==> src/rv_isa_pkg.sv <==
package rv_isa_pkg;

    typedef logic [31:0] word_t;
    typedef logic [31:0] addr_t;

    // RV32I major opcodes used by this core
    typedef enum logic [6:0] {
        OPC_OP     = 7'b0110011,
        OPC_OP_IMM = 7'b0010011,
        OPC_LOAD   = 7'b0000011,
        OPC_STORE  = 7'b0100011,
        OPC_BRANCH = 7'b1100011,
        OPC_JAL    = 7'b1101111,
        OPC_JALR   = 7'b1100111,
        OPC_LUI    = 7'b0110111,
        OPC_AUIPC  = 7'b0010111
    } opcode_t;

    typedef enum logic [2:0] {
        IMM_I = 3'd0,
        IMM_S = 3'd1,
        IMM_B = 3'd2,
        IMM_U = 3'd3,
        IMM_J = 3'd4
    } imm_src_t;

    typedef struct packed {
        logic [6:0] funct7;
        logic [4:0] rs2;
        logic [4:0] rs1;
        logic [2:0] funct3;
        logic [4:0] rd;
        opcode_t    opcode;
    } r_fmt_t;

    typedef struct packed {
        logic [11:0] imm;
        logic [4:0]  rs1;
        logic [2:0]  funct3;
        logic [4:0]  rd;
        opcode_t     opcode;
    } i_fmt_t;

    typedef struct packed {
        logic [6:0] imm_hi;
        logic [4:0] rs2;
        logic [4:0] rs1;
        logic [2:0] funct3;
        logic [4:0] imm_lo;
        opcode_t    opcode;
    } s_fmt_t;

    // Branch offset bits are scattered across the word
    typedef struct packed {
        logic       imm12;
        logic [5:0] imm10_5;
        logic [4:0] rs2;
        logic [4:0] rs1;
        logic [2:0] funct3;
        logic [3:0] imm4_1;
        logic       imm11;
        opcode_t    opcode;
    } b_fmt_t;

    typedef struct packed {
        logic [19:0] imm31_12;
        logic [4:0]  rd;
        opcode_t     opcode;
    } u_fmt_t;

    typedef struct packed {
        logic       imm20;
        logic [9:0] imm10_1;
        logic       imm11;
        logic [7:0] imm19_12;
        logic [4:0] rd;
        opcode_t    opcode;
    } j_fmt_t;

    // One fetched word seen through every encoding format
    typedef union packed {
        word_t  raw;
        r_fmt_t r;
        i_fmt_t i;
        s_fmt_t s;
        b_fmt_t b;
        u_fmt_t u;
        j_fmt_t j;
    } instr_u;

endpackage

==> src/regfile.sv <==
`timescale 1ns/1ns

module regfile (
    input  logic              clk,
    input  logic              rst_n,
    input  logic [4:0]        i_rs1,
    input  logic [4:0]        i_rs2,
    input  logic [4:0]        i_rd,
    input  logic              i_we,
    input  rv_isa_pkg::word_t i_wdata,
    output rv_isa_pkg::word_t o_rdata1,
    output rv_isa_pkg::word_t o_rdata2
);

    import rv_isa_pkg::*;

    word_t regs [32];

    // x0 always reads as zero
    assign o_rdata1 = (i_rs1 == 5'd0) ? '0 : regs[i_rs1];
    assign o_rdata2 = (i_rs2 == 5'd0) ? '0 : regs[i_rs2];

    always_ff @(posedge clk) begin
        if (!rst_n) begin
            for (int i = 0; i < 32; i++) begin
                regs[i] <= '0;
            end
        end else if (i_we && (i_rd != 5'd0)) begin
            regs[i_rd] <= i_wdata;
        end
    end

endmodule

==> config.mk <==
export PLATFORM = sky130hd
export DESIGN_NAME = regfile
export DESIGN_NICKNAME = d
export VERILOG_FILES = /design/src/rv_isa_pkg.sv /design/src/regfile.sv
export SDC_FILE = /design/constraint.sdc
export NUM_CORES = 2
export LEC_CHECK = 0
export ABC_CLOCK_PERIOD_IN_PS = 6590
export BUFFER_PORTS_ARGS = -buffer_cell sky130_fd_sc_hd__buf_2
export CORE_UTILIZATION = 51
export DETAILED_ROUTE_END_ITERATION = 8
export GPL_TIMING_DRIVEN = 0
export PLACE_DENSITY = 0.67
export SLEW_MARGIN = 10
export SYNTH_ARGS = -nofsm -noshare
export SYNTH_HDL_FRONTEND = slang
export SYNTH_SLANG_ARGS = --single-unit
==> constraint.sdc <==
create_clock -name clk -period 6.59 [get_ports clk]
set_clock_uncertainty 0.2 [all_clocks]
set_input_delay 0.659 -clock clk [delete_from_list [all_inputs] [get_ports clk]]
set_output_delay 0.659 -clock clk [all_outputs]
set_load 0.05 [all_outputs]
==> Yosys cells after proc, flatten, opt, wreduce, memory -nomap -nowiden <==
Memory sizes are Yosys's and may differ from the RTL's.
Index checks and enable logic that the tools add are counted.
{ "classes": {"n_reduce_logical": 5, "n_mux": 9} }
{ "op_table": {"columns": ["cell", "count"], "rows": [
  ["$mux W32", 3],
  ["$reduce_or A32 Y1", 1],
  ["$logic_not A5 Y1", 2],
  ["$mux W1", 5],
  ["$mux W5", 1],
  ["$reduce_bool A5 Y1", 1],
  ["$logic_and A1 B1 Y1", 1]
]} }
{ "totals": {"in_bits": 50, "memories": 1, "ff_bits": 0, "output_inout_bits": 64, "ramBits": 1024} }
{ "memory_table": {"columns": ["memory", "depth", "word_bits", "read_ports", "rd_ports_with_merged_regs", "wr", "line", "text"], "rows": [
  ["regs", 32, 32, 2, 0, 32, "regfile.sv:17", "word_t regs [32];"]
]} }

==> Longest topological paths before layout <==
{ "logic_depth": {"depth_word": 7, "ltp_mapped": 9, "ltp_nobuf": 4} }

==> Worst setup path before layout <==
No wires, ideal clock.
{ "synth_timing": {"path_type": "input-to-output", "startpoint": "in i_rs2[0]", "endpoint": "out o_rdata2[30]", "stages": 6, "arrival_ns": 3.980, "path_slack_ns": 1.751, "required_ns": 5.731, "cell_sequence": "clkbuf_2 buf_6 buf_4 mux4_2 mux2i_1 a2111oi_0"} }
{ "synth_between": {"elab_chain_cells": 2} }
{ "synth_rtl": {"columns": ["element", "line", "text"], "rows": [
  ["start: declaration", "regfile.sv:7", "input logic [4:0] i_rs2,"],
  ["$mem_v2 Z32 W32 / $logic_not A5 Y1 (equally long branches)", null, null],
  ["$mux W32 *", "regfile.sv:21", "assign o_rdata2 = (i_rs2 == 5'd0) ? '0 : regs[i_rs2];"],
  ["end: declaration", "regfile.sv:12", "output rv_isa_pkg::word_t o_rdata2"]
]} }
Mark *: on every way between the ends. The rest lies on a longest branch, timed or not.

==> Worst setup path after layout <==
{ "layout_timing": {"startpoint": "in i_rs2[1]", "endpoint": "out o_rdata2[14]"} }
The elaborated chain is that of the path after synthesis.

==> flow_metrics.env <==
export IMPL_synthesis_area_um2=54200
export IMPL_top_register="regs"
export IMPL_synthCells=3507
export IMPL_yosys_warnings=0
export IMPL_start_kind="input pin"
export IMPL_num_rows=119
export IMPL_fin_ws_ns=0.319
export IMPL_slew_viol_final=2
export IMPL_firstDrtPassIters=9
export IMPL_outcome="finished with violations"
export IMPL_wl_mm=214
export IMPL_synth_avg_cell_area_um2=15.5
export IMPL_core_um2=105000
export IMPL_period_share_pct=95.2
export IMPL_vias=37500
export IMPL_die_h_um=328
export IMPL_worstPathMaxFanout=10
export IMPL_gp_congestion=0.999
export IMPL_max_freq_mhz=159
export IMPL_die_x_um=328
export IMPL_clock_sinks=1024
export IMPL_max_slew_margin_pct=-2.69
export IMPL_synthDistinctLibCells=45
export IMPL_critPathArrivalTime_ns=5.41
export IMPL_hold_path_class="in2reg"
export IMPL_cts_root_buf="clkbuf_16"
export IMPL_fill_cells=8081
export IMPL_initial_core_util_pct=51.4
export IMPL_cts_tree="built"
export IMPL_synth_top_cells_by_area="edfxtp_1 57%, mux4_2 20%, and2_1 11%"
export IMPL_antenna_found_initial=9
export IMPL_final_cell_area_um2=61800
export IMPL_whs_ns=0.0940
export IMPL_fin_util_pct=58.6
export IMPL_cts_setup_buffers=0
export IMPL_drive_above_1_share_pct=25.0
export IMPL_ir_drop_mv=0.200
export IMPL_synthFlopType="edfxtp_1"
export IMPL_maxCapViolCount=1
export IMPL_overflow=0
export IMPL_pre_cts_ws_ns=0.859
export IMPL_dp_hpwl_mm=151
export IMPL_endpoint_kind="output pin"
export IMPL_cts_resized=0
export IMPL_grt_pass1_vias=35400
export IMPL_grt_first_pass_wirelength_mm=285
export IMPL_cellLeakagePower_uw=0.0213
export IMPL_area_growth_pct=14.0
export IMPL_grt_usage_pct=39.6
export IMPL_yosysSeqAreaShare_pct=56.7
export IMPL_fin_crit_ns=6.27
export IMPL_yosysTopAreaCellShare_pct=56.7
export IMPL_setup_viol=0
export IMPL_reg_top3="regs x1024"
export IMPL_cts_made_buffers=111
export IMPL_io_pins=114
export IMPL_path_class="in2out"
export IMPL_wl_per_cell_um=40.3
export IMPL_nets=3867
export IMPL_synth_edf_count=1024
export IMPL_clkTransAtPathRegs_ns=0.06
export IMPL_dpl_cell_area_um2=58400
export IMPL_ys_ff_latch=1024
export IMPL_grt_max_degree=21
export IMPL_cts_hold_buf=0
export IMPL_worstPathRequired_ns=5.73
export IMPL_htreeDepth=3
export IMPL_die_area_um2=108000
export IMPL_grt_setup_unrepaired="false"
export IMPL_drtAntennaViolNets=0
export IMPL_tightestPinTransition_ns=1.54
export IMPL_drc=28
export IMPL_cts_buffer_depth=3
export IMPL_viasPerCell=7.08
export IMPL_synth_largest_area_cell="edfxtp_1"
export IMPL_violations="design-rule violations, max-capacitance violations, max-slew violations"
export IMPL_finalHoldViolCount=0
export IMPL_async_flop_share_pct=0
export IMPL_largest_reg_flops=1024
export IMPL_power_density_nw_per_um2=261
export IMPL_port_buffers=106
export IMPL_drt_initial_drc_count=7020
## area by class of cell
cell class              count  area, um2  share of cell area [%]
inverters                   3       11.3                  0.0182
multi-input cells        2122      22100                    35.8
repair buffers            166       1980                    3.20
flip-flops and latches   1024      30700                    49.7
clock inverters            68        475                   0.769
clock buffers             132       2880                    4.65
well taps                1391       1740                    2.82
plain buffers             389       1860                    3.01
diodes                      3       7.51                  0.0121
## logic make-up after synthesis
kind of cell    count (synthesis)  share of synthesized area (%)
simple gates                 1148                           13.0
flops                        1024                           56.7
mux                           652                           23.0
buf+inv                       392                           3.41
compound gates                290                           3.92
other cells                     1                        0.00691
## cell usage in the layout (no fill, tap or decap), types with 31 or more instances in the layout
cell          n
edfxtp_1   1024
and2_1      995
mux4_2      472
clkbuf_1    282
mux2i_1     150
buf_2       140
clkbuf_16   112
o22ai_1     103
nor3_1       54
a22o_1       51
buf_4        45
buf_16       42
nor2_1       36
a2111oi_1    32
conb_1       32
o21ai_4      31
## worst paths after layout
check | startpoint | end | slack, ns | depth (start not counted)
worst min-delay path | i_wdata[24] | regs[5][24] | 0.09 | 2
worst max-delay path | i_rs2[1] | o_rdata2[14] | 0.32 | 8
## report_power, final
part,internal (uW),total [uW],switching [uW]
Combinational,878,2410,1540
Sequential,7530,7720,192
Clock,3290,5990,2710
## per-stage QoR
stage          total power [uW]  std cells  setup TNS (ns)
6_report                  16100       5298               0
5_1_grt                   16300       5295               0
4_1_cts                   16000       5294               0
3_5_place_dp              10200       5094               0
3_3_place_gp              10000       5035        -1011.19
2_1_floorplan              9150       3538               0
## worst max-delay path, stage by stage
cell and delay (ns):
buf_2 0.20, or3b_2 0.23, clkbuf_1 0.87, buf_1 1.05
o22ai_1 0.26, a2111oi_1 1.37, nor3_1 0.40, buf_2 0.34
## per-layer routing
layer	GRT usage (%)	routed length [um]	vias up
met5	0	140	-
met2	55.9	89700	3627
met1	50.8	72700	18900
met3	15.8	34200	760
met4	25.1	16800	18
li1	-	-	14300
## cell usage after synthesis (4+ instances only)
| library cell | count |
|---|---|
| nor2_1 | 37 |
| nand3b_1 | 5 |
| a211oi_1 | 7 |
| a22oi_1 | 16 |
| nand2b_1 | 5 |
| buf_2 | 31 |
| a221oi_1 | 4 |
| a2111oi_0 | 23 |
| nand2_1 | 9 |
| a2111oi_1 | 32 |
| edfxtp_1 | 1024 |
| buf_4 | 45 |
| nand3_1 | 5 |
| buf_1 | 15 |
| mux2i_1 | 150 |
| a21oi_1 | 12 |
| and2_1 | 995 |
| mux4_2 | 472 |
| mux2_2 | 30 |
| nor4_1 | 5 |
| clkbuf_1 | 274 |
| o21ai_0 | 35 |
| nor2b_1 | 14 |
| a32o_1 | 4 |
| a22o_1 | 51 |
| nor3_1 | 54 |
| buf_6 | 22 |
| o22ai_1 | 103 |
No activity file was read; power rests on OpenSTA's default activity.
