==> config.mk <==
export PLATFORM = sky130hd
export DESIGN_NAME = control_unit
export DESIGN_NICKNAME = d
export VERILOG_FILES = /design/src/rv_isa_pkg.sv /design/src/core_ctrl_pkg.sv /design/src/control_unit.sv
export SDC_FILE = /design/constraint.sdc
export NUM_CORES = 1
export LEC_CHECK = 0
export BUFFER_PORTS_ARGS = -buffer_cell sky130_fd_sc_hd__buf_2
export CAP_MARGIN = 20
export CORE_UTILIZATION = 33
export DETAILED_ROUTE_END_ITERATION = 6
export PLACE_DENSITY = 0.85
export SLEW_MARGIN = 25
export SYNTH_ARGS = -nofsm -noshare
export SYNTH_HDL_FRONTEND = slang
export SYNTH_SLANG_ARGS = --single-unit
==> constraint.sdc <==
create_clock -name vclk -period 1.76
set_clock_uncertainty 0.15 [all_clocks]
set_input_delay 0.264 -clock vclk [all_inputs]
set_output_delay 0.264 -clock vclk [all_outputs]
set_load 0.01 [all_outputs]
==> src/rv_isa_pkg.sv <==
package rv_isa_pkg;

    typedef logic [31:0] word_t;
    typedef logic [31:0] addr_t;

    // RV32I major opcodes used by this core
    typedef enum logic [6:0] {
        OPC_OP     = 7'b0110011,
        OPC_OP_IMM = 7'b0010011,
        OPC_LOAD   = 7'b0000011,
        OPC_STORE  = 7'b0100011,
        OPC_BRANCH = 7'b1100011,
        OPC_JAL    = 7'b1101111,
        OPC_JALR   = 7'b1100111,
        OPC_LUI    = 7'b0110111,
        OPC_AUIPC  = 7'b0010111
    } opcode_t;

    typedef enum logic [2:0] {
        IMM_I = 3'd0,
        IMM_S = 3'd1,
        IMM_B = 3'd2,
        IMM_U = 3'd3,
        IMM_J = 3'd4
    } imm_src_t;

    typedef struct packed {
        logic [6:0] funct7;
        logic [4:0] rs2;
        logic [4:0] rs1;
        logic [2:0] funct3;
        logic [4:0] rd;
        opcode_t    opcode;
    } r_fmt_t;

    typedef struct packed {
        logic [11:0] imm;
        logic [4:0]  rs1;
        logic [2:0]  funct3;
        logic [4:0]  rd;
        opcode_t     opcode;
    } i_fmt_t;

    typedef struct packed {
        logic [6:0] imm_hi;
        logic [4:0] rs2;
        logic [4:0] rs1;
        logic [2:0] funct3;
        logic [4:0] imm_lo;
        opcode_t    opcode;
    } s_fmt_t;

    // Branch offset bits are scattered across the word
    typedef struct packed {
        logic       imm12;
        logic [5:0] imm10_5;
        logic [4:0] rs2;
        logic [4:0] rs1;
        logic [2:0] funct3;
        logic [3:0] imm4_1;
        logic       imm11;
        opcode_t    opcode;
    } b_fmt_t;

    typedef struct packed {
        logic [19:0] imm31_12;
        logic [4:0]  rd;
        opcode_t     opcode;
    } u_fmt_t;

    typedef struct packed {
        logic       imm20;
        logic [9:0] imm10_1;
        logic       imm11;
        logic [7:0] imm19_12;
        logic [4:0] rd;
        opcode_t    opcode;
    } j_fmt_t;

    // One fetched word seen through every encoding format
    typedef union packed {
        word_t  raw;
        r_fmt_t r;
        i_fmt_t i;
        s_fmt_t s;
        b_fmt_t b;
        u_fmt_t u;
        j_fmt_t j;
    } instr_u;

endpackage

==> src/core_ctrl_pkg.sv <==
package core_ctrl_pkg;

    typedef enum logic [3:0] {
        ALU_ADD    = 4'd0,
        ALU_SUB    = 4'd1,
        ALU_AND    = 4'd2,
        ALU_OR     = 4'd3,
        ALU_XOR    = 4'd4,
        ALU_SLT    = 4'd5,
        ALU_SLTU   = 4'd6,
        ALU_SLL    = 4'd7,
        ALU_SRL    = 4'd8,
        ALU_SRA    = 4'd9,
        ALU_PASS_B = 4'd10
    } alu_op_t;

    typedef enum logic [1:0] {
        WB_ALU      = 2'd0,
        WB_MEM      = 2'd1,
        WB_PC_PLUS4 = 2'd2,
        WB_TARGET   = 2'd3
    } wb_src_t;

    typedef enum logic [1:0] {
        PC_SRC_PLUS4  = 2'd0,
        PC_SRC_HOLD   = 2'd1,
        PC_SRC_TARGET = 2'd2
    } pc_src_t;

    // Operand choice for the second adder
    typedef enum logic [1:0] {
        TGT_PC_IMM  = 2'd0,
        TGT_IMM     = 2'd1,
        TGT_RS1_IMM = 2'd2
    } target_src_t;

    typedef struct packed {
        alu_op_t              alu_op;
        rv_isa_pkg::imm_src_t imm_src;
        logic                 alu_src_imm;
        logic                 mem_read;
        logic                 mem_write;
        logic                 reg_write;
        wb_src_t              wb_src;
        pc_src_t              pc_src;
        target_src_t          target_src;
    } ctrl_t;

    typedef struct packed {
        rv_isa_pkg::addr_t addr;
        rv_isa_pkg::word_t wdata;
        logic [3:0]        be;
        logic              we;
    } dmem_req_t;

    typedef struct packed {
        logic              valid;
        logic [4:0]        rd;
        rv_isa_pkg::word_t data;
    } retire_t;

endpackage

==> src/control_unit.sv <==
`timescale 1ns/1ns

module control_unit (
    input  rv_isa_pkg::instr_u   i_instr,
    input  logic                 i_stall,
    input  logic                 i_in_reset,
    input  logic                 i_alu_zero,
    input  logic                 i_alu_last_bit,
    output core_ctrl_pkg::ctrl_t o_ctrl,
    output logic [4:0]           o_rs1,
    output logic [4:0]           o_rs2,
    output logic [4:0]           o_rd
);

    import rv_isa_pkg::*;
    import core_ctrl_pkg::*;

    ctrl_t      ctrl_dec;
    logic [2:0] funct3;
    logic       funct7_alt;
    logic       is_branch;
    logic       taken;

    // Shared funct3 mapping for OP and OP-IMM
    function automatic alu_op_t alu_from_funct(input logic [2:0] f3, input logic sub,
                                               input logic sra);
        alu_op_t op;
        case (f3)
            3'b000:  op = sub ? ALU_SUB : ALU_ADD;
            3'b001:  op = ALU_SLL;
            3'b010:  op = ALU_SLT;
            3'b011:  op = ALU_SLTU;
            3'b100:  op = ALU_XOR;
            3'b101:  op = sra ? ALU_SRA : ALU_SRL;
            3'b110:  op = ALU_OR;
            default: op = ALU_AND;
        endcase
        return op;
    endfunction

    assign funct3     = i_instr.r.funct3;
    assign funct7_alt = i_instr.r.funct7[5];
    assign o_rs1      = i_instr.r.rs1;
    assign o_rs2      = i_instr.r.rs2;
    assign o_rd       = i_instr.r.rd;

    always_comb begin
        ctrl_dec            = '0;
        ctrl_dec.alu_op     = ALU_ADD;
        ctrl_dec.imm_src    = IMM_I;
        ctrl_dec.wb_src     = WB_ALU;
        ctrl_dec.pc_src     = PC_SRC_PLUS4;
        ctrl_dec.target_src = TGT_PC_IMM;
        case (i_instr.r.opcode)
            OPC_OP: begin
                ctrl_dec.alu_op    = alu_from_funct(funct3, funct7_alt, funct7_alt);
                ctrl_dec.reg_write = 1'b1;
            end
            OPC_OP_IMM: begin
                // No SUB form for immediates
                ctrl_dec.alu_op      = alu_from_funct(funct3, 1'b0, funct7_alt);
                ctrl_dec.alu_src_imm = 1'b1;
                ctrl_dec.reg_write   = 1'b1;
            end
            OPC_LOAD: begin
                ctrl_dec.alu_src_imm = 1'b1;
                ctrl_dec.mem_read    = 1'b1;
                ctrl_dec.reg_write   = 1'b1;
                ctrl_dec.wb_src      = WB_MEM;
            end
            OPC_STORE: begin
                ctrl_dec.imm_src     = IMM_S;
                ctrl_dec.alu_src_imm = 1'b1;
                ctrl_dec.mem_write   = 1'b1;
            end
            OPC_BRANCH: begin
                ctrl_dec.imm_src = IMM_B;
                case (funct3[2:1])
                    2'b10:   ctrl_dec.alu_op = ALU_SLT;
                    2'b11:   ctrl_dec.alu_op = ALU_SLTU;
                    default: ctrl_dec.alu_op = ALU_SUB;
                endcase
            end
            OPC_JAL: begin
                ctrl_dec.imm_src   = IMM_J;
                ctrl_dec.reg_write = 1'b1;
                ctrl_dec.wb_src    = WB_PC_PLUS4;
                ctrl_dec.pc_src    = PC_SRC_TARGET;
            end
            OPC_JALR: begin
                ctrl_dec.reg_write  = 1'b1;
                ctrl_dec.wb_src     = WB_PC_PLUS4;
                ctrl_dec.pc_src     = PC_SRC_TARGET;
                ctrl_dec.target_src = TGT_RS1_IMM;
            end
            OPC_LUI: begin
                ctrl_dec.imm_src     = IMM_U;
                ctrl_dec.alu_op      = ALU_PASS_B;
                ctrl_dec.alu_src_imm = 1'b1;
                ctrl_dec.reg_write   = 1'b1;
                ctrl_dec.target_src  = TGT_IMM;
            end
            OPC_AUIPC: begin
                ctrl_dec.imm_src   = IMM_U;
                ctrl_dec.reg_write = 1'b1;
                ctrl_dec.wb_src    = WB_TARGET;
            end
            default: begin
                // Unsupported opcodes fall through as a NOP
                ctrl_dec.reg_write = 1'b0;
            end
        endcase
    end

    // Equal or less-than test inverted by funct3[0] for BNE/BGE/BGEU
    assign is_branch = (i_instr.r.opcode == OPC_BRANCH);
    assign taken     = (funct3[2] ? i_alu_last_bit : i_alu_zero) ^ funct3[0];

    always_comb begin
        o_ctrl = ctrl_dec;
        if (is_branch && taken) begin
            o_ctrl.pc_src = PC_SRC_TARGET;
        end
        // Reset and stall both freeze architectural state
        if (i_in_reset || i_stall) begin
            o_ctrl.reg_write = 1'b0;
            o_ctrl.mem_write = 1'b0;
            o_ctrl.pc_src    = PC_SRC_HOLD;
        end
    end

endmodule

Word-level counts from Yosys, hierarchy flattened:

Index checks and enable logic that the tools add are counted.

* register bits: 0
* logic and storage cells: 43
* output and inout port bits: 32

* muxes and demuxes: 18
* reduce and logical (&&, ||, !) cells: 7
* bitwise operators: 1
* eq/ne operators: 17

Operators by type and width (number)
* $pmux 4 s7: 2
* $eq 7x6->1 const B: 3
* $eq 7x7->1 const B: 3
* $pmux 4 s4: 1
* $eq 7x5->1 const B: 2
* $pmux 3 s4: 1
* $eq 3x3->1 const B: 3
* $mux 2: 4
* $eq 7x2->1 const B: 1
* $mux 1: 7
* $reduce_or 7->1: 1
* $eq 3x2->1 const B: 2
* $pmux 2 s3: 1
* $pmux 3 s2: 1
* $eq 2x2->1 const B: 2
* $pmux 2 s2: 1
* $reduce_or 2->1: 2
* $reduce_or 4->1: 1
* $eq 3x1->1 const B: 1
* $logic_not 3->1: 1
* $logic_and 1x1->1: 1
* $logic_or 1x1->1: 1
* $xor 1x1->1: 1

Longest topological paths before layout:

* depth in word-level cells: 5
* mapped depth: 5

Least setup slack after synthesis:

No wires, ideal clock.

* path kind: input -> output
* from: input i_instr[2] (netlist name)
* to: output o_ctrl[13] (netlist name)
* setup slack: 213 ps
* path buffers: 1
* data required time: 1346 ps
* arrival time: 1133 ps
* cell stages on the path: 4
* cell sequence: buf_2 > nor4_2 > a21oi_1 > a211oi_2

RTL lines
* start: declaration: RTL line control_unit.sv:4 `input rv_isa_pkg::instr_u i_instr,`
* end: declaration: RTL line control_unit.sv:9 `output core_ctrl_pkg::ctrl_t o_ctrl,`

==> qor.csv <==
metric;value;unit
outcome;finished clean;
drt drc;0;
share of layout cells above drive strength 1;50.0;%
Tcrit/Tclk final;97.8;%
Resize count post-CTS;0;
Syn Nets;115;
largest net degree at the start of global routing;12;
Final Max Tran Viols;0;
Layout area overhead;26.9;%
CP delay by family, top;compound AO/OA/AOI/OAI gates;
number of cells after detailed placement;115;
Worst-Margin Slew;0.234;ns
crit path launch type;input port;
Multi-input gate area;390;um2
Gate power share;100.0;%
syn avg cell area;6.35;um2
Final GP Congestion;0.813;
crit-path cells;buf_2 > nand2b_2 > o311ai_2 > nand2b_1 > a211oi_2 > buf_2;
switch share;54.3;%
I/O Pins;68;
share of the synthesized area in the top cell type;22.4;%
PD cells;161;mW/mm2
clock buffers;0;
register area;0;um2
Worst Path Class, Setup;in -> out;
Final setup viols;0;
num rows;13;
Max Fclk;0.581;GHz
# port buffers;32;
Crit-path slowest cell;o311ai_2;
first-pass GRT wire length;1820;um
Max Cap Viol;0;
Slew HR;84.3;%
n_diodes;0;
setup bufs post-CTS;0;
CP Max Fanout;4;
number of global-route vias before repair;475;
Post-Syn Area;502;um2
die height;41.0;um
Flop pwr share;0;%
Worst IR Drop VDD;73.9;uV
FILL cells;145;
Ys Warns;0;
setup TNS;0;ns
post-DR wirelength/cell;11.2;um
die area;0.00168;mm2
fin cells;115;
drt total wl;1290;um
Hold-fix buffers, CTS;0;
nets;138;
Hold Crit Class;in -> out;
Die X;41.0;um
total global routing track utilization;14.8;%
Initial Utilization;37.2;%
Setup crit end kind;primary output;
worst path required time;1.35;ns
Int Pwr;46.8;uW
library cells used by synthesis;30;
Core Area;0.00135;mm2
1st-pass router iterations;3;
Fin. Hold Viols;0;
Synth area leaders;buf_4 (22%), nor2_1 (9.0%), a21oi_1 (7.0%), nand3b_4 (4.0%), nand2b_1 (3.7%);
HPWL Detailed;1090;um
RSZ-0062 raised after global routing;true;
Bufs and invs on worst path;2;
Leak;0.000324;uW
vias per cell;5.30;
initial antenna violation count;0;
clock power share;0;%
most used cell, CP;buf_2;
Post-Syn Instances;79;
DR iter-0 viols;11;
final worst path period need;1.72;ns
Vias;609;
Worst Path Arrival;1.31;ns
sw power;55.7;uW
Critical Path Max Stage Delay;0.25;ns
sequential area share after synthesis;0;%
post-route ant nets;0;
post-synth top area cell;buf_4;
gr ovfl total;0;
number of flip-flops and latches;0;
## power groups by stage
stage / clock network (uW) / logic, uW / registers (uW)
global placement: 0 / 92.1 / 0
floorplan: 0 / 87.0 / 0
finish: 0 / 102 / 0
detailed placement: 0 / 95.5 / 0
CTS: 0 / 95.9 / 0
global route: 0 / 113 / 0
## metrics by stage
step           setup WS [ns]  total power [uW]  hold slack, ns  instance area (um2)  util (%)
2_1_floorplan          0.213              87.0           0.470                  502         -
3_3_place_gp          0.0622              92.1           0.378                  606      44.9
3_5_place_dp          0.0305              95.5           0.378                  606      44.9
4_1_cts               0.0292              95.9           0.378                  606      44.9
5_1_grt              -0.0403               113           0.378                  637      47.2
6_report              0.0384               102           0.378                  637      47.2
## cell type report
type / count / share of cell area, %
inverters: 4 / 2.36
multi-input cells: 57 / 61.3
well taps: 15 / 2.95
repair buffers: 39 / 33.4
## worst paths after layout
check | start | endpoint | slack, ns | cells past startpoint
min | i_instr[9] | o_rd[2] | 0.38 | 0
max | i_instr[6] | o_ctrl[13] | 0.04 | 6
## cell usage in the layout (no fill, tap or decap), types with 2 or more instances in the layout
| cell type | instances |
|---|---|
| a21oi_1 | 7 |
| buf_2 | 32 |
| buf_4 | 7 |
| inv_1 | 4 |
| nand2_1 | 3 |
| nand2b_1 | 3 |
| nand3_1 | 2 |
| nor2_1 | 10 |
| nor2b_1 | 2 |
| nor3_1 | 3 |
| o211ai_1 | 2 |
| o21ai_1 | 2 |
| xnor2_1 | 2 |
## synthesized netlist by cell type, types with 2 or more instances
cell and instances:
nor2_1 12, and2_1 2, buf_4 15, nand2_1 3, xnor2_1 2, inv_1 4, o211ai_1 2, buf_2 3
o21ai_0 2, a21oi_1 7, nor3_1 3, nor2b_1 2, nand3_1 3, nand2b_1 3
## metal layers
layer	GRT usage [%]	routed length [um]	vias up
met2	30.5	638	33
met1	16.0	534	272
met5	0	0	-
met4	0.833	0	0
met3	2.17	114	0
li1	-	-	304
## cells by family after synthesis
logic type / after synthesis / synth area share (%)
xor+xnor: 2 / 3.49
buf+inv: 22 / 28.4
mux: 1 / 2.00
simple gates: 36 / 42.4
compound gates: 18 / 23.7
Power figures use the tool's default switching activity.
