File: config.mk
export PLATFORM = sky130hd
export DESIGN_NAME = imm_extend
export DESIGN_NICKNAME = d
export VERILOG_FILES = /design/src/rv_isa_pkg.sv /design/src/imm_extend.sv
export SDC_FILE = /design/constraint.sdc
export NUM_CORES = 1
export LEC_CHECK = 0
export BUFFER_PORTS_ARGS = -buffer_cell sky130_fd_sc_hd__buf_2
export CAP_MARGIN = 20
export CORE_AREA = 5 5 46 52
export DETAILED_ROUTE_END_ITERATION = 8
export DIE_AREA = 0 0 51 57
export GPL_TIMING_DRIVEN = 0
export PLACE_DENSITY = 0.75
export SYNTH_ARGS = -nofsm -noshare
export SYNTH_HDL_FRONTEND = slang
export SYNTH_SLANG_ARGS = --single-unit
File: constraint.sdc
create_clock -name vclk -period 0.8
set_clock_uncertainty 0.05 [all_clocks]
set_input_delay 0 -clock vclk [all_inputs]
set_output_delay 0 -clock vclk [all_outputs]
set_load 0.02 [all_outputs]
File: src/rv_isa_pkg.sv
package rv_isa_pkg;

    typedef logic [31:0] word_t;
    typedef logic [31:0] addr_t;

    // RV32I major opcodes used by this core
    typedef enum logic [6:0] {
        OPC_OP     = 7'b0110011,
        OPC_OP_IMM = 7'b0010011,
        OPC_LOAD   = 7'b0000011,
        OPC_STORE  = 7'b0100011,
        OPC_BRANCH = 7'b1100011,
        OPC_JAL    = 7'b1101111,
        OPC_JALR   = 7'b1100111,
        OPC_LUI    = 7'b0110111,
        OPC_AUIPC  = 7'b0010111
    } opcode_t;

    typedef enum logic [2:0] {
        IMM_I = 3'd0,
        IMM_S = 3'd1,
        IMM_B = 3'd2,
        IMM_U = 3'd3,
        IMM_J = 3'd4
    } imm_src_t;

    typedef struct packed {
        logic [6:0] funct7;
        logic [4:0] rs2;
        logic [4:0] rs1;
        logic [2:0] funct3;
        logic [4:0] rd;
        opcode_t    opcode;
    } r_fmt_t;

    typedef struct packed {
        logic [11:0] imm;
        logic [4:0]  rs1;
        logic [2:0]  funct3;
        logic [4:0]  rd;
        opcode_t     opcode;
    } i_fmt_t;

    typedef struct packed {
        logic [6:0] imm_hi;
        logic [4:0] rs2;
        logic [4:0] rs1;
        logic [2:0] funct3;
        logic [4:0] imm_lo;
        opcode_t    opcode;
    } s_fmt_t;

    // Branch offset bits are scattered across the word
    typedef struct packed {
        logic       imm12;
        logic [5:0] imm10_5;
        logic [4:0] rs2;
        logic [4:0] rs1;
        logic [2:0] funct3;
        logic [3:0] imm4_1;
        logic       imm11;
        opcode_t    opcode;
    } b_fmt_t;

    typedef struct packed {
        logic [19:0] imm31_12;
        logic [4:0]  rd;
        opcode_t     opcode;
    } u_fmt_t;

    typedef struct packed {
        logic       imm20;
        logic [9:0] imm10_1;
        logic       imm11;
        logic [7:0] imm19_12;
        logic [4:0] rd;
        opcode_t    opcode;
    } j_fmt_t;

    // One fetched word seen through every encoding format
    typedef union packed {
        word_t  raw;
        r_fmt_t r;
        i_fmt_t i;
        s_fmt_t s;
        b_fmt_t b;
        u_fmt_t u;
        j_fmt_t j;
    } instr_u;

endpackage

File: src/imm_extend.sv
`timescale 1ns/1ns

module imm_extend (
    input  rv_isa_pkg::instr_u   i_instr,
    input  rv_isa_pkg::imm_src_t i_imm_src,
    output rv_isa_pkg::word_t    o_imm
);

    import rv_isa_pkg::*;

    always_comb begin
        case (i_imm_src)
            IMM_I: o_imm = {{20{i_instr.i.imm[11]}}, i_instr.i.imm};
            IMM_S: o_imm = {{20{i_instr.s.imm_hi[6]}}, i_instr.s.imm_hi, i_instr.s.imm_lo};
            IMM_B: begin
                o_imm = {{20{i_instr.b.imm12}}, i_instr.b.imm11, i_instr.b.imm10_5,
                         i_instr.b.imm4_1, 1'b0};
            end
            IMM_U: o_imm = {i_instr.u.imm31_12, 12'b0};
            IMM_J: begin
                o_imm = {{12{i_instr.j.imm20}}, i_instr.j.imm19_12, i_instr.j.imm11,
                         i_instr.j.imm10_1, 1'b0};
            end
            default: o_imm = '0;
        endcase
    end

endmodule

== Yosys cells after proc, flatten, opt, wreduce, memory -nomap -nowiden ==
Cells that the tools add are included.
Widths: inputs -> output; s select.

* Bits in latches: 0
* Word-level logic and storage cells: 6
* Bits in writable memories: 0
* Bits in registers: 0
* Memories: 0
* ROM bits: 0
* Output and inout port bits: 32
* Input bits: 35

* $mul: 0
* Muxes and demuxes: 1
* Equal/unequal tests: 4
* Reduce and logical (&&, ||, !) cells: 1
* Shifts and indexed selects: 0
* Div/mod/pow operators: 0
* $add $sub $neg: 0
* $lt $le $gt $ge: 0
* Bitwise logic cells: 0

{| class="wikitable"
|+ Operator list
! cell !! count
|-
| $pmux 32 s5 || 1
|-
| $eq 3x2->1 const B || 2
|-
| $eq 3x1->1 const B || 1
|-
| $eq 3x3->1 const B || 1
|-
| $logic_not 3->1 || 1
|}

== Longest topological paths before layout ==
Gate-level depths: netlist (run 1).

* Depth in word-level cells: 2
* Gate-level depth with buffers: 5
* Mapped depth without buffers: 3

== Least setup slack after synthesis (run 1) ==
Ideal clock, no wire load.

* Kind: input to output
* Start point: in i_imm_src[0]
* End point: out o_imm[11]
* Arrival: 942 ps
* Data required time: 750 ps
* Path buffers: 1
* Slack: -192 ps
* Stages on the path: 3
* Path through: buf_2 > nand2b_1 > o32ai_1

* Longest elaborated chain between the ends: 2
* Elaborated cells between the ends (all ways): 6
* Those cells by class: 4 x eq/ne; 1 x mux; 1 x reduce/logical

{| class="wikitable"
|+ RTL lines
! what !! RTL line !! RTL
|-
| start, declared || imm_extend.sv:5 || <nowiki>input rv_isa_pkg::imm_src_t i_imm_src,</nowiki>
|-
| $eq 3x3->1, or another cell as far along || imm_extend.sv:12 || <nowiki>case (i_imm_src)</nowiki>
|-
| $pmux 32 s5 (*) || imm_extend.sv:12 ||
|-
| end, declared || imm_extend.sv:6 || <nowiki>output rv_isa_pkg::word_t o_imm</nowiki>
|}

Mark *: on every way between the ends. The rest lies on a longest branch, timed or not.

== Worst setup path in the final report (run 1) ==
* Start point: in i_imm_src[1]
* End point: out o_imm[9]

Same word-level chain as after synthesis.

==> results of run 1 <==
[Yosys cell counts, drive strengths merged]
cell    number  area (sq um)
nand2       22          82.6
a21oi       17          85.1
o22ai       12          75.1
buf          7          53.8
nor2b        7          43.8
nand2b       6          45.0
inv          5          18.8
clkbuf       4          15.0
mux2         4          45.0
and2         2          12.5
and2b        2          15.0
and3b        1          8.76
maj3         1          11.3
mux2i        1          10.0
nor3         1          5.00
o21ai        1          5.00
o32ai        1          8.76
[what timing repair did]
action / 4_1_cts / 5_1_grt
buffers inserted: 6 / 2
hold buffers: 0 / 0
gates resized for setup: 108 / 31
gates cloned: 4 / 2
pin swaps: 17 / 3
setup endpoints to repair: 31 / 31
[per-layer routing]
metal	wire, um	GRT usage [%]	part of all wire [%]	vias to the layer above
met2	1730	36.8	55	56
met4	29	3.08	0.93	0
met5	0	0	0	-
met3	277	4.18	8.9	4
met1	1080	21.9	35	471
li1	-	-	-	467
[cell usage in the layout (no fill, tap or decap), drive strengths merged]
master   n
and2b    2
mux2i    1
clkbuf   3
and2     2
maj3     1
buf     79
a21oi   17
nand2   22
nand2b   6
o32ai    1
o22ai   12
mux2     4
o21ai    1
nor3     1
nor2b    7
and3b    1
inv      5
[power breakdown]
part	leakage (uW)	internal (uW)	switching (uW)	total, uW
registers	0	0	0	0
logic	0.000752	581	547	1130
clock network	0	0	0	0
total	0.000752	581	547	1130
[logic make-up (layout without fill, tap and decap cells)]
| family | count (synthesis) | after routing | share of synthesized area, % |
|---|---|---|---|
| and+or+nand+nor | 41 | 41 | 39.4 |
| AOI/OAI and AO/OA | 31 | 31 | 32.2 |
| buffers and inverters | 16 | 87 | 16.2 |
| muxes | 5 | 5 | 10.2 |
| adders and majority gates | 1 | 1 | 2.08 |
[how the worst min path moves through the flow]
| stage | startpoint | endpoint | slack (ps) | depth (start not counted) |
|---|---|---|---|---|
| after floorplan | i_instr[26] | o_imm[26] | 110 | 2 |
| after global placement | i_instr[26] | o_imm[26] | 270 | 4 |
| after detailed placement | i_instr[26] | o_imm[26] | 280 | 4 |
| after CTS | i_instr[23] | o_imm[23] | 260 | 4 |
| after global routing | i_instr[23] | o_imm[23] | 290 | 4 |
| final | i_instr[23] | o_imm[23] | 260 | 4 |
[per-stage QoR]
step	instance area (sq um)	utilization (%)
CTS	1390	73.5
global route	1510	79.6
global placement	936	49.4
finish	1510	79.6
floorplan	622	-
detailed placement	936	49.4
[worst max-delay path, stage by stage]
cell	delay, ps
sky130_fd_sc_hd__buf_12	110
sky130_fd_sc_hd__maj3_2	330
sky130_fd_sc_hd__buf_4	160
sky130_fd_sc_hd__and2b_2	210
sky130_fd_sc_hd__buf_6	110
[area by class of cell]
class | instances | area [sq um]
inverters | 5 | 18.8
well taps | 19 | 23.8
plain buffers | 10 | 135
multi-input cells | 78 | 719
repair buffers | 72 | 609
fillers | 119 | 387
==> flow_summary_export.csv, run 1 <==
group,metric,value,unit
placed_design,count_of_placed_standard_cells_including_taps,171,
routing,first_pass_iters,4,
global_route,grt_first_pass_wirelength,4580,um
global_route,grt_pass1_vias,979,
sta,fin_hold_ws,257,ps
floorplanning,top_level_ports,67,
sta,share_of_the_clock_period_used_by_the_worst_path,121,%
logic_synthesis,yosysWarnings,0,
worst_setup_path,critical_path.max_fanout,5,
routing,detail-route-antenna-nets,0,
floorplanning,initial_utilization,28.6,%
cells_and_area,ffs_latches,0,
logic_synthesis,distinct_cell_type_count_after_synthesis,20,
worst_setup_path,endpoint_kind,"output port",
routing,avgViaCountPerCell,5.42,
sta,grt_setup_unrepaired,"yes",
floorplanning,die-width,51,um
worst_setup_path,cp-startpoint,"i_imm_src[1]",
worst_setup_path,setup.worst_path.start_class,"input port",
global_route,groute.usage.overall,19.3,%
sta,timing.fmax,1030,MHz
sta,timing.max_slew.rel_slack,88.5,%
sta,worst_pin_slew,168,ps
logic_synthesis,synth.cell_area,541,sq um
floorplanning,fp.dieH,57,um
worst_setup_path,setup.worst_path.class,"in2out",
logic_synthesis,synth_cells,94,
global_route,grt_start_max_net_pins,11,
routing,first_iter_violations,10,
sta,finalCriticalPeriod,970,ps
sta,final_hold_viol_count,0,
placed_design,io_buffers,58,
cells_and_area,areaGrowthSynthToFinish,179,%
routing,vias,998,
logic_synthesis,syn_avg_cell_area,5.75,sq um
power_and_ir_drop,static-leakage-power,0.000752,uW
global_route,number_of_antenna_violations_at_the_first_check_in_global_routing,0,
worst_setup_path,timing.critical_path.arrival,920,ps
power_and_ir_drop,ir_worst_vdd,0.000461,V
logic_synthesis,syn_nets,129,
placed_design,placement.setup.worst_slack,-326,ps
sta,timing.setup.tns,-3610,ps
cells_and_area,count_of_antenna_diodes_in_the_layout,0,
power_and_ir_drop,powerDensity,749,nW/um^2
floorplanning,fp.coreArea,1890,sq um
sta,setup_slack,-170,ps
cells_and_area,post_route_cells_drive_above_1_share,80.6,%
worst_setup_path,cp-endpoint,"o_imm[9]",
job,timing.max_cap.violations,0,
global_route,global_route.overflow_total,0,
routing,route.detailed.wl_per_inst,16.9,um
cells_and_area,seqCellArea,0,sq um
placed_design,dp.final_hpwl,1790,um
placed_design,place_congestion,0.709,
outcome,failed_checks,"setup timing",
floorplanning,die_area,2910,sq um
routing,number_of_design_rule_violations_left_after_detail_routing,0,
cells_and_area,clockBufferCount,0,
cells_and_area,layoutNonFillerInstCount,184,
power_and_ir_drop,totalPowerFinal,1130,uW
sta,setup_viol,31,
cells_and_area,nNetsFinal,202,
outcome,status,"finished with violations",
floorplanning,placementRows,17,
worst_hold_path,hold_path_class,"in2out",
logic_synthesis,synth_sequential_area_ratio,0,%
worst_setup_path,timing.critical_path.required,750,ps
sta,final-max-slew-violation-count,0,
routing,detail_route.wirelength,3120,um
No activity file was read; power rests on OpenSTA's default activity.
==> run 2: changes to the inputs <==
--- a/config.mk
+++ b/config.mk
@@ -12,6 +12,7 @@
 export DIE_AREA = 0 0 51 57
 export GPL_TIMING_DRIVEN = 0
 export PLACE_DENSITY = 0.75
+export RECOVER_POWER = 100
 export SYNTH_ARGS = -nofsm -noshare
 export SYNTH_HDL_FRONTEND = slang
 export SYNTH_SLANG_ARGS = --single-unit
==> flow_summary_export.csv, run 2 (synthesized netlist as in run 1, its figures left out) <==
group,metric,value,unit
cells_and_area,post_route_cells_drive_above_1_share,80.6,%
global_route,groute.usage.overall,19.3,%
floorplanning,placementRows,17,
routing,avgViaCountPerCell,5.41,
cells_and_area,seqCellArea,0,sq um
worst_setup_path,cp-endpoint,"o_imm[9]",
worst_setup_path,cp-startpoint,"i_imm_src[1]",
sta,worst_pin_slew,168,ps
sta,timing.max_slew.rel_slack,88.5,%
cells_and_area,fillCellCount,119,
worst_setup_path,slowest_delay,330,ps
sta,timing.setup.tns,-3610,ps
sta,final_hold_viol_count,0,
routing,first_iter_violations,10,
worst_setup_path,setup.worst_path.class,"in2out",
worst_setup_path,crit_cells,5,
global_route,grt_first_pass_wirelength,4580,um
floorplanning,top_level_ports,67,
job,timing.max_cap.violations,0,
routing,first_pass_iters,4,
cts,post_cts_hold_buffer_count,0,
floorplanning,fp.coreArea,1890,sq um
cells_and_area,mostFrequentLayoutCells,"31 x sky130_fd_sc_hd__buf_6, 25 x sky130_fd_sc_hd__buf_2, 16 x sky130_fd_sc_hd__buf_4",
cells_and_area,final_common_cell,"sky130_fd_sc_hd__buf_6",
placed_design,dp.final_hpwl,1790,um
cells_and_area,count_of_antenna_diodes_in_the_layout,0,
sta,finalCriticalPeriod,970,ps
placed_design,placement.setup.worst_slack,-326,ps
routing,vias,996,
worst_setup_path,crit_buf_inv,3,
floorplanning,initial_utilization,28.6,%
sta,setup_slack,-170,ps
sta,final-max-slew-violation-count,0,
placed_design,place_congestion,0.709,
cells_and_area,areaGrowthSynthToFinish,179,%
sta,grt_setup_unrepaired,"yes",
cells_and_area,ffs_latches,0,
worst_setup_path,path_delay_family,"buffers and inverters",
routing,detail-route-antenna-nets,0,
floorplanning,fp.dieH,57,um
worst_setup_path,timing.critical_path.required,750,ps
routing,detail_route.wirelength,3120,um
sta,timing.fmax,1030,MHz
worst_setup_path,slowest_stage,"sky130_fd_sc_hd__maj3_2",
worst_setup_path,timing.critical_path.arrival,920,ps
worst_setup_path,setup.worst_path.start_class,"input port",
global_route,grt_pass1_vias,979,
worst_setup_path,critical_path.cell_chain,"buf_12, maj3_2, buf_4, and2b_2, buf_6",
outcome,failed_checks,"setup timing",
worst_hold_path,hold_path_class,"in2out",
worst_setup_path,endpoint_kind,"output port",
global_route,grt_start_max_net_pins,11,
worst_setup_path,critical_path.max_fanout,5,
floorplanning,die-width,51,um
routing,route.detailed.wl_per_inst,16.9,um
power_and_ir_drop,ir_worst_vdd,0.000460,V
power_and_ir_drop,static-leakage-power,0.000752,uW
sta,share_of_the_clock_period_used_by_the_worst_path,121,%
sta,setup_viol,31,
cells_and_area,clockBufferCount,0,
global_route,number_of_antenna_violations_at_the_first_check_in_global_routing,0,
global_route,global_route.overflow_total,0,
cells_and_area,nNetsFinal,202,
outcome,status,"finished with violations",
floorplanning,die_area,2910,sq um
placed_design,io_buffers,58,
power_and_ir_drop,powerDensity,749,nW/um^2
routing,number_of_design_rule_violations_left_after_detail_routing,0,
run 2: how the worst min path moves through the flow:
stage | startpoint | to | slack [ps] | cells after the start
after floorplan | i_instr[26] | o_imm[26] | 110 | 2
after global placement | i_instr[26] | o_imm[26] | 270 | 4
after detailed placement | i_instr[26] | o_imm[26] | 280 | 4
after CTS | i_instr[23] | o_imm[23] | 260 | 4
after global routing | i_instr[23] | o_imm[23] | 290 | 4
final | i_instr[23] | o_imm[23] | 260 | 4
run 2: routing by layer:
| metal | track usage [%] | part of all wire [%] |
|---|---|---|
| met1 | 21.9 | 34 |
| met4 | 3.08 | 0.93 |
| met3 | 4.18 | 9.4 |
| met5 | 0 | 0 |
| met2 | 36.8 | 56 |
run 2: power breakdown:
| group | switching (uW) | internal [uW] | total [uW] | leakage [uW] |
|---|---|---|---|---|
| Sequential | 0 | 0 | 0 | 0 |
| Clock | 0 | 0 | 0 | 0 |
| Combinational | 547 | 581 | 1130 | 0.000752 |
| Total | 547 | 581 | 1130 | 0.000752 |
run 2: metrics by stage:
stage	hold WS, ps	cell area, sq um	power (uW)	instances	utilization, %
final	257	1510	1130	184	79.6
after global routing	289	1510	1190	184	79.6
after floorplan	111	622	474	94	-
after detailed placement	275	936	713	171	49.4
after global placement	272	936	699	171	49.4
after CTS	259	1390	1040	181	73.5
run 2: cell type report:
type | count | area [sq um] | share of cell area [%]
repair buffers | 72 | 609 | 40.4
plain buffers | 10 | 135 | 8.97
multi-input cells | 78 | 719 | 47.8
inverters | 5 | 18.8 | 1.25
well taps | 19 | 23.8 | 1.58
run 2: what timing repair did:
action	in CTS	in global routing
buffers inserted	6	2
endpoints found under the setup margin	31	31
resized for setup	108	31
hold endpoints to repair	0	0
gates cloned	4	2
pin swaps	17	3
