## src/rv_isa_pkg.sv

```systemverilog
package rv_isa_pkg;

    typedef logic [31:0] word_t;
    typedef logic [31:0] addr_t;

    // RV32I major opcodes used by this core
    typedef enum logic [6:0] {
        OPC_OP     = 7'b0110011,
        OPC_OP_IMM = 7'b0010011,
        OPC_LOAD   = 7'b0000011,
        OPC_STORE  = 7'b0100011,
        OPC_BRANCH = 7'b1100011,
        OPC_JAL    = 7'b1101111,
        OPC_JALR   = 7'b1100111,
        OPC_LUI    = 7'b0110111,
        OPC_AUIPC  = 7'b0010111
    } opcode_t;

    typedef enum logic [2:0] {
        IMM_I = 3'd0,
        IMM_S = 3'd1,
        IMM_B = 3'd2,
        IMM_U = 3'd3,
        IMM_J = 3'd4
    } imm_src_t;

    typedef struct packed {
        logic [6:0] funct7;
        logic [4:0] rs2;
        logic [4:0] rs1;
        logic [2:0] funct3;
        logic [4:0] rd;
        opcode_t    opcode;
    } r_fmt_t;

    typedef struct packed {
        logic [11:0] imm;
        logic [4:0]  rs1;
        logic [2:0]  funct3;
        logic [4:0]  rd;
        opcode_t     opcode;
    } i_fmt_t;

    typedef struct packed {
        logic [6:0] imm_hi;
        logic [4:0] rs2;
        logic [4:0] rs1;
        logic [2:0] funct3;
        logic [4:0] imm_lo;
        opcode_t    opcode;
    } s_fmt_t;

    // Branch offset bits are scattered across the word
    typedef struct packed {
        logic       imm12;
        logic [5:0] imm10_5;
        logic [4:0] rs2;
        logic [4:0] rs1;
        logic [2:0] funct3;
        logic [3:0] imm4_1;
        logic       imm11;
        opcode_t    opcode;
    } b_fmt_t;

    typedef struct packed {
        logic [19:0] imm31_12;
        logic [4:0]  rd;
        opcode_t     opcode;
    } u_fmt_t;

    typedef struct packed {
        logic       imm20;
        logic [9:0] imm10_1;
        logic       imm11;
        logic [7:0] imm19_12;
        logic [4:0] rd;
        opcode_t    opcode;
    } j_fmt_t;

    // One fetched word seen through every encoding format
    typedef union packed {
        word_t  raw;
        r_fmt_t r;
        i_fmt_t i;
        s_fmt_t s;
        b_fmt_t b;
        u_fmt_t u;
        j_fmt_t j;
    } instr_u;

endpackage

```

## src/core_ctrl_pkg.sv

```systemverilog
package core_ctrl_pkg;

    typedef enum logic [3:0] {
        ALU_ADD    = 4'd0,
        ALU_SUB    = 4'd1,
        ALU_AND    = 4'd2,
        ALU_OR     = 4'd3,
        ALU_XOR    = 4'd4,
        ALU_SLT    = 4'd5,
        ALU_SLTU   = 4'd6,
        ALU_SLL    = 4'd7,
        ALU_SRL    = 4'd8,
        ALU_SRA    = 4'd9,
        ALU_PASS_B = 4'd10
    } alu_op_t;

    typedef enum logic [1:0] {
        WB_ALU      = 2'd0,
        WB_MEM      = 2'd1,
        WB_PC_PLUS4 = 2'd2,
        WB_TARGET   = 2'd3
    } wb_src_t;

    typedef enum logic [1:0] {
        PC_SRC_PLUS4  = 2'd0,
        PC_SRC_HOLD   = 2'd1,
        PC_SRC_TARGET = 2'd2
    } pc_src_t;

    // Operand choice for the second adder
    typedef enum logic [1:0] {
        TGT_PC_IMM  = 2'd0,
        TGT_IMM     = 2'd1,
        TGT_RS1_IMM = 2'd2
    } target_src_t;

    typedef struct packed {
        alu_op_t              alu_op;
        rv_isa_pkg::imm_src_t imm_src;
        logic                 alu_src_imm;
        logic                 mem_read;
        logic                 mem_write;
        logic                 reg_write;
        wb_src_t              wb_src;
        pc_src_t              pc_src;
        target_src_t          target_src;
    } ctrl_t;

    typedef struct packed {
        rv_isa_pkg::addr_t addr;
        rv_isa_pkg::word_t wdata;
        logic [3:0]        be;
        logic              we;
    } dmem_req_t;

    typedef struct packed {
        logic              valid;
        logic [4:0]        rd;
        rv_isa_pkg::word_t data;
    } retire_t;

endpackage

```

## src/pc_unit.sv

```systemverilog
`timescale 1ns/1ns

module pc_unit #(
    parameter rv_isa_pkg::addr_t RESET_PC = 32'h0000_0000
) (
    input  logic                   clk,
    input  logic                   rst_n,
    input  core_ctrl_pkg::pc_src_t i_pc_src,
    input  rv_isa_pkg::addr_t      i_target,
    output rv_isa_pkg::addr_t      o_pc,
    output rv_isa_pkg::addr_t      o_pc_plus4
);

    import rv_isa_pkg::*;
    import core_ctrl_pkg::*;

    addr_t pc_q;
    addr_t pc_next;

    assign o_pc       = pc_q;
    assign o_pc_plus4 = pc_q + 32'd4;

    always_comb begin
        case (i_pc_src)
            PC_SRC_HOLD:   pc_next = pc_q;
            PC_SRC_TARGET: pc_next = i_target;
            default:       pc_next = o_pc_plus4;
        endcase
    end

    always_ff @(posedge clk) begin
        if (!rst_n) begin
            pc_q <= RESET_PC;
        end else begin
            pc_q <= pc_next;
        end
    end

endmodule

```

## config.mk

```make
export PLATFORM = sky130hd
export DESIGN_NAME = pc_unit
export DESIGN_NICKNAME = d
export VERILOG_FILES = /design/src/rv_isa_pkg.sv /design/src/core_ctrl_pkg.sv /design/src/pc_unit.sv
export SDC_FILE = /design/constraint.sdc
export NUM_CORES = 1
export LEC_CHECK = 0
export BUFFER_PORTS_ARGS = -buffer_cell sky130_fd_sc_hd__buf_2
export CAP_MARGIN = 20
export CORE_UTILIZATION = 30
export DETAILED_ROUTE_END_ITERATION = 10
export GPL_TIMING_DRIVEN = 0
export PLACE_DENSITY_LB_ADDON = 0.05
export SETUP_SLACK_MARGIN = 0.2
export SYNTH_ARGS = -nofsm -noshare
export SYNTH_HDL_FRONTEND = slang
export SYNTH_SLANG_ARGS = --single-unit
```

## constraint.sdc

```tcl
create_clock -name clk -period 3.14 [get_ports clk]
set_input_delay 0.628 -clock clk [delete_from_list [all_inputs] [get_ports clk]]
set_output_delay 0.628 -clock clk [all_outputs]
set_load 0.01 [all_outputs]
```

After elaboration in Yosys (flattened, before gate mapping)
Index checks and enable logic that the tools add are counted.
Widths: inputs -> output; s select.
{"block": "word_totals", "register_bits": 32, "latch_bits": 0, "mem_bits_rw": 0, "romBits": 0, "in_bits": 36, "output_inout_bits": 64, "wordCells": 5, "n_memories": 0}
{"block": "op_classes", "addsub": 1, "n_mul": 0, "div_mod_pow": 0, "n_lt_le_gt_ge": 0, "eq_ne": 2, "shift": 0, "muxes": 1, "bitwise_logic": 0, "n_reduce_logical": 0}
{"cell": "$pmux 32 s2", "count": 1}
{"cell": "$add 32x3->32 const B", "count": 1}
{"cell": "$eq 2x1->1 const B", "count": 1}
{"cell": "$eq 2x2->1 const B", "count": 1}

Longest topological paths before layout
{"block": "logic_depth", "ltp_word": 2, "ltp_mapped": 8, "depth_no_buf": 6}

Worst setup path before layout
OpenSTA, ideal clock, no wires.
{"block": "synth_path", "path_kind": "register -> output", "startpoint": "register pc_q[11], in the netlist o_pc[11]", "endpoint": "output o_pc_plus4[27]", "arrival_ns": 1.722, "required_time_ns": 2.512, "path_slack_ns": 0.790, "path_stages_with_launch": 7, "n_path_buf": 2, "cell_sequence": "dfxtp_1 -> nand4_4 -> nor4_4 -> buf_6 -> buf_2 -> nand2_1 -> xnor2_1"}
{"block": "synth_between", "elab_chain_cells": 1}
{"item": "start: declaration", "line": "pc_unit.sv:17", "source": "addr_t pc_q;"}
{"item": "start signal: assignment", "line": "pc_unit.sv:35", "source": "pc_q <= pc_next;"}
{"item": "$add 32x3->32", "line": "pc_unit.sv:21", "source": "assign o_pc_plus4 = pc_q + 32'd4;"}
{"item": "end: declaration", "line": "pc_unit.sv:11", "source": "output rv_isa_pkg::addr_t o_pc_plus4"}
No other way between the ends.

Worst setup path in the final report
{"block": "layout_path", "startpoint": "register pc_q[19], in the netlist o_pc[19]", "endpoint": "output o_pc_plus4[27]"}
The elaborated chain is that of the path after synthesis.

==> flow_summary.html <==
<table>
<tr><th>Metric</th><th>Value</th></tr>
<tr><th colspan="2">Run status</th></tr>
<tr><td>Result of the run</td><td>finished, final reports clean</td></tr>
<tr><th colspan="2">Floorplan</th></tr>
<tr><td>Floorplan row count</td><td>32</td></tr>
<tr><td>Number of primary I/O pins</td><td>100</td></tr>
<tr><td>Die Ht</td><td>92.0 um</td></tr>
<tr><td>Die X</td><td>92.0 um</td></tr>
<tr><td>Area enclosed by the die boundary</td><td>0.00847 mm^2</td></tr>
<tr><td>Starting Density</td><td>31.3%</td></tr>
<tr><td>Core outline area</td><td>0.00777 mm^2</td></tr>
<tr><th colspan="2">Min path</th></tr>
<tr><td>Startpoint of the worst hold path</td><td>o_pc[0]</td></tr>
<tr><td>Endpoint of the worst hold-timing path</td><td>o_pc[0]</td></tr>
<tr><td>Number of cells on the worst hold path</td><td>2</td></tr>
<tr><td>Hold crit path type</td><td>register to register</td></tr>
<tr><th colspan="2">Yosys</th></tr>
<tr><td>Area of the mapped netlist</td><td>0.00243 mm^2</td></tr>
<tr><td>Synth cell types</td><td>54</td></tr>
<tr><td>Cells taking the most area after synthesis</td><td>sky130_fd_sc_hd__dfxtp_1 (26%), sky130_fd_sc_hd__xnor2_1 (7.2%), sky130_fd_sc_hd__nand2_1 (5.6%)</td></tr>
<tr><td>Top flip-flop cell by instance count after synthesis</td><td>sky130_fd_sc_hd__dfxtp_1</td></tr>
<tr><td>Net Count, Synth</td><td>364</td></tr>
<tr><td>Yosys warnings</td><td>0</td></tr>
<tr><td>Share of the synthesized area in the top cell type</td><td>26.3%</td></tr>
<tr><td>Portion of the post-synthesis area used by sequential elements</td><td>26.3%</td></tr>
<tr><td>Post-synthesis average cell area</td><td>7.44 um^2</td></tr>
<tr><td>Synthesized instance count</td><td>327</td></tr>
<tr><td>EDFF count, synth</td><td>0</td></tr>
<tr><td>#FFs+latches synth</td><td>32</td></tr>
<tr><td>Async S/R FF share, synth</td><td>0%</td></tr>
<tr><td>Cell type with the highest aggregate area in the netlist</td><td>sky130_fd_sc_hd__dfxtp_1</td></tr>
<tr><th colspan="2">Global route</th></tr>
<tr><td>All-layer global routing usage</td><td>21.2%</td></tr>
<tr><td>Vias in the first global route</td><td>2631</td></tr>
<tr><td>Maximum number of pins on one net before global-route repair</td><td>11</td></tr>
<tr><td>Congestion Overflow GR</td><td>0</td></tr>
<tr><td>Number of antenna violations at the first check in global routing</td><td>0</td></tr>
<tr><td>Global-route wire length before repair</td><td>13900 um</td></tr>
<tr><th colspan="2">Timing</th></tr>
<tr><td>RSZ-0062 raised after global routing</td><td>yes</td></tr>
<tr><td>Summed negative setup slack over all endpoints</td><td>0 ns</td></tr>
<tr><td>Worst slew margin</td><td>53.7%</td></tr>
<tr><td>Actual slew at the worst max-slew pin</td><td>0.694 ns</td></tr>
<tr><td>Crit path time final</td><td>2.86 ns</td></tr>
<tr><td>Finish-stage setup viols</td><td>0</td></tr>
<tr><td>Worst Setup Slack, final</td><td>0.275 ns</td></tr>
<tr><td>Largest clock skew in the final design</td><td>0.00570 ns</td></tr>
<tr><td>Final count of hold timing violations</td><td>0</td></tr>
<tr><td>FMAX</td><td>349 MHz</td></tr>
<tr><td>Period Utilization, post-route</td><td>91.2%</td></tr>
<tr><td>Final number of max-transition violations</td><td>0</td></tr>
<tr><th colspan="2">Setup path</th></tr>
<tr><td>Startpoint of the lowest-slack register-to-register path</td><td>o_pc[7]</td></tr>
<tr><td>Max stage delay cell, worst path</td><td>sky130_fd_sc_hd__dfxtp_1</td></tr>
<tr><td>Path depth of the worst reg2reg path</td><td>6</td></tr>
<tr><td>Arrival time at the worst endpoint</td><td>2.24 ns</td></tr>
<tr><td>Data required time of the critical path</td><td>2.51 ns</td></tr>
<tr><td>Path type of the worst setup path</td><td>register to output port</td></tr>
<tr><td>Biggest fanout along the worst timing path</td><td>10</td></tr>
<tr><td>Nature of the critical path startpoint</td><td>register</td></tr>
<tr><td>Setup slack on the worst flop-to-flop path</td><td>0.98 ns</td></tr>
<tr><td>Endpoint type of the worst setup path</td><td>output port</td></tr>
<tr><td>Worst flop-to-flop path endpoint</td><td>o_pc[25]</td></tr>
<tr><td>Cell Chain, Critical Path</td><td>nand4_1 &gt; nor4_4 &gt; buf_6 &gt; buf_2 &gt; nand2_1 &gt; xnor2_1 &gt; buf_2</td></tr>
<tr><td>Count of buffer and inverter cells on the critical path</td><td>3</td></tr>
<tr><td>Highest cell delay on the worst timing path</td><td>0.49 ns</td></tr>
<tr><td>Critical path's most frequent cell</td><td>sky130_fd_sc_hd__buf_2</td></tr>
<tr><td>Crit-path leading delay family</td><td>simple AND/OR/NAND/NOR gates</td></tr>
<tr><th colspan="2">Detailed routing</th></tr>
<tr><td>Remaining antenna violation count after routing</td><td>0</td></tr>
<tr><td>DRC marker count from the first detailed-route iteration</td><td>143</td></tr>
<tr><td>Total via count after detailed routing</td><td>2868</td></tr>
<tr><td>Routed wire length</td><td>9020 um</td></tr>
<tr><td>Mean number of vias per cell</td><td>5.35</td></tr>
<tr><td>Count of unresolved DRC violations after routing</td><td>0</td></tr>
<tr><td>DRT Pass-1 Iters</td><td>4</td></tr>
<tr><td>Average wire per standard cell</td><td>16.8 um</td></tr>
<tr><th colspan="2">Finish</th></tr>
<tr><td>Total number of nets in the final design</td><td>471</td></tr>
<tr><td>Most common cell after layout, fill and taps aside</td><td>sky130_fd_sc_hd__buf_2</td></tr>
<tr><td>Antenna cells</td><td>0</td></tr>
<tr><td>Most frequent cells in the layout</td><td>sky130_fd_sc_hd__buf_2 (104), sky130_fd_sc_hd__nand2_1 (36), sky130_fd_sc_hd__nor2_1 (31), sky130_fd_sc_hd__dfxtp_1 (31), sky130_fd_sc_hd__a21oi_1 (22)</td></tr>
<tr><td>Ratio of cells with drive above 1 in the final layout</td><td>30.0%</td></tr>
<tr><td>Max reg flops</td><td>32</td></tr>
<tr><td>Area growth from synthesis to layout</td><td>31.1%</td></tr>
<tr><th colspan="2">Power</th></tr>
<tr><td>Switch Pwr</td><td>0.355 mW</td></tr>
<tr><td>Portion of total power attributed to the clock network</td><td>34.2%</td></tr>
<tr><td>Largest vdd supply drop</td><td>171 uV</td></tr>
<tr><td>Proportion of power drawn by flip-flops and latches</td><td>42.9%</td></tr>
<tr><td>Cell area power density</td><td>340 mW/mm^2</td></tr>
<tr><td>Fraction of power spent switching nets</td><td>32.7%</td></tr>
<tr><td>PnR Total Power</td><td>1.08 mW</td></tr>
<tr><td>Internal power</td><td>0.730 mW</td></tr>
<tr><td>Proportion of power drawn by combinational gates</td><td>22.9%</td></tr>
<tr><td>Static power due to leakage</td><td>1.37 nW</td></tr>
<tr><th colspan="2">Run</th></tr>
<tr><td>Max-cap viol count</td><td>0</td></tr>
<tr><th colspan="2">Place</th></tr>
<tr><td>Worst-case setup slack after placement</td><td>0.404 ns</td></tr>
<tr><td>Weighted congestion at the end of routability-driven global placement</td><td>0.818</td></tr>
<tr><td>Number of port buffers</td><td>98</td></tr>
<tr><td>Detailed placement HPWL</td><td>6590 um</td></tr>
<tr><th colspan="2">Clock network</th></tr>
<tr><td>Root cell of the clock tree</td><td>sky130_fd_sc_hd__clkbuf_8</td></tr>
<tr><td>Clock-pin slew reported for the worst setup and hold paths after clock tree synthesis</td><td>0.08 ns</td></tr>
<tr><td>Total CTS buffers</td><td>5</td></tr>
<tr><td>H-tree Lvls</td><td>2</td></tr>
<tr><td>TritonCTS clock tree</td><td>done</td></tr>
<tr><td>Clk sinks</td><td>32</td></tr>
<tr><td>Clock network latency to the later pin of the worst-skew pair</td><td>0.29 ns</td></tr>
<tr><td>Maximum count of clock buffers along a single path</td><td>2</td></tr>
</table>
==> Yosys cell counts, types with 5 or more instances <==
library cell	count
sky130_fd_sc_hd__inv_1	7
sky130_fd_sc_hd__maj3_1	9
sky130_fd_sc_hd__clkbuf_1	13
sky130_fd_sc_hd__nand4_1	8
sky130_fd_sc_hd__xnor2_1	20
sky130_fd_sc_hd__and3_1	5
sky130_fd_sc_hd__dfxtp_1	32
sky130_fd_sc_hd__and2_1	5
sky130_fd_sc_hd__nand3_1	13
sky130_fd_sc_hd__a21oi_1	22
sky130_fd_sc_hd__o21ai_0	14
sky130_fd_sc_hd__nand2_1	36
sky130_fd_sc_hd__nor2_1	32
sky130_fd_sc_hd__buf_2	6
sky130_fd_sc_hd__xor2_1	8
sky130_fd_sc_hd__a41oi_1	6
sky130_fd_sc_hd__nor3_1	9
sky130_fd_sc_hd__a31oi_1	16
==> cells by family after synthesis <==
kind of cell	Yosys count	synth area share (%)
compound gates	91	24.8
flops	32	26.3
mux	2	0.823
buf+inv	33	6.02
fa+ha+maj	10	4.22
simple gates	131	27.7
xor+xnor	28	10.1
==> per-stage QoR <==
stage / cell area [um^2] / hold slack (ns) / std cells / utilization [%]
after CTS: 3150 / 0.475 / 534 / 40.5
final: 3190 / 0.468 / 536 / 41.1
after global placement: 3050 / 0.455 / 527 / 39.3
after global routing: 3190 / 0.496 / 536 / 41.1
after detailed placement: 3050 / 0.464 / 527 / 39.3
after floorplan: 2430 / 0.493 / 327 / -
==> power by group through the flow <==
stage	combinational (mW)	clock, mW	sequential [mW]
final	0.248	0.371	0.466
after global routing	0.272	0.400	0.470
after CTS	0.249	0.378	0.465
after detailed placement	0.247	0	0.475
after global placement	0.247	0	0.474
after floorplan	0.131	0	0.477
==> worst max-delay path by stage <==
stage                 from  depth (start not counted)              to
3_5_place_dp   i_pc_src[0]                          8        o_pc[14]
2_1_floorplan     o_pc[11]                          6  o_pc_plus4[27]
4_1_cts            o_pc[2]                          7  o_pc_plus4[20]
6_report          o_pc[19]                          7  o_pc_plus4[27]
3_3_place_gp   i_pc_src[0]                          8        o_pc[14]
5_1_grt            o_pc[7]                          6  o_pc_plus4[23]
==> cell type report <==
class | instances | area (um^2)
multi-input combinational | 262 | 1670
clock buffer | 7 | 96.3
sequential | 32 | 642
fill | 876 | 4580
buffer | 24 | 115
timing repair buffer | 100 | 505
tap | 102 | 128
inverter | 9 | 33.8
==> worst reg2reg max path: cells and delay by family (launching register included) <==
family                 cells  cell delay [ns]
DFF                        1             0.34
buffers and inverters      1             0.21
AOI/OAI and AO/OA          1             0.16
and+or+nand+nor            4             1.38
==> layer usage <==
metal  track usage (%)  part of all wire, %  vias to the layer above
met5                 0                    0                        -
met4              7.03                  1.5                        0
met3              3.73                  6.9                       11
met2              34.1                   46                      104
li1                  -                    -                     1417
met1              28.5                   45                     1336
==> timing repair <==
| action | 4_1_cts | 5_1_grt |
|---|---|---|
| gates resized for setup | 1 | 10 |
| setup endpoints to repair | 3 | 10 |
| setup buffers | 0 | 2 |
| hold buffers | 0 | 0 |
| pin swaps | 0 | 1 |
(Power assumes the default switching activity.)
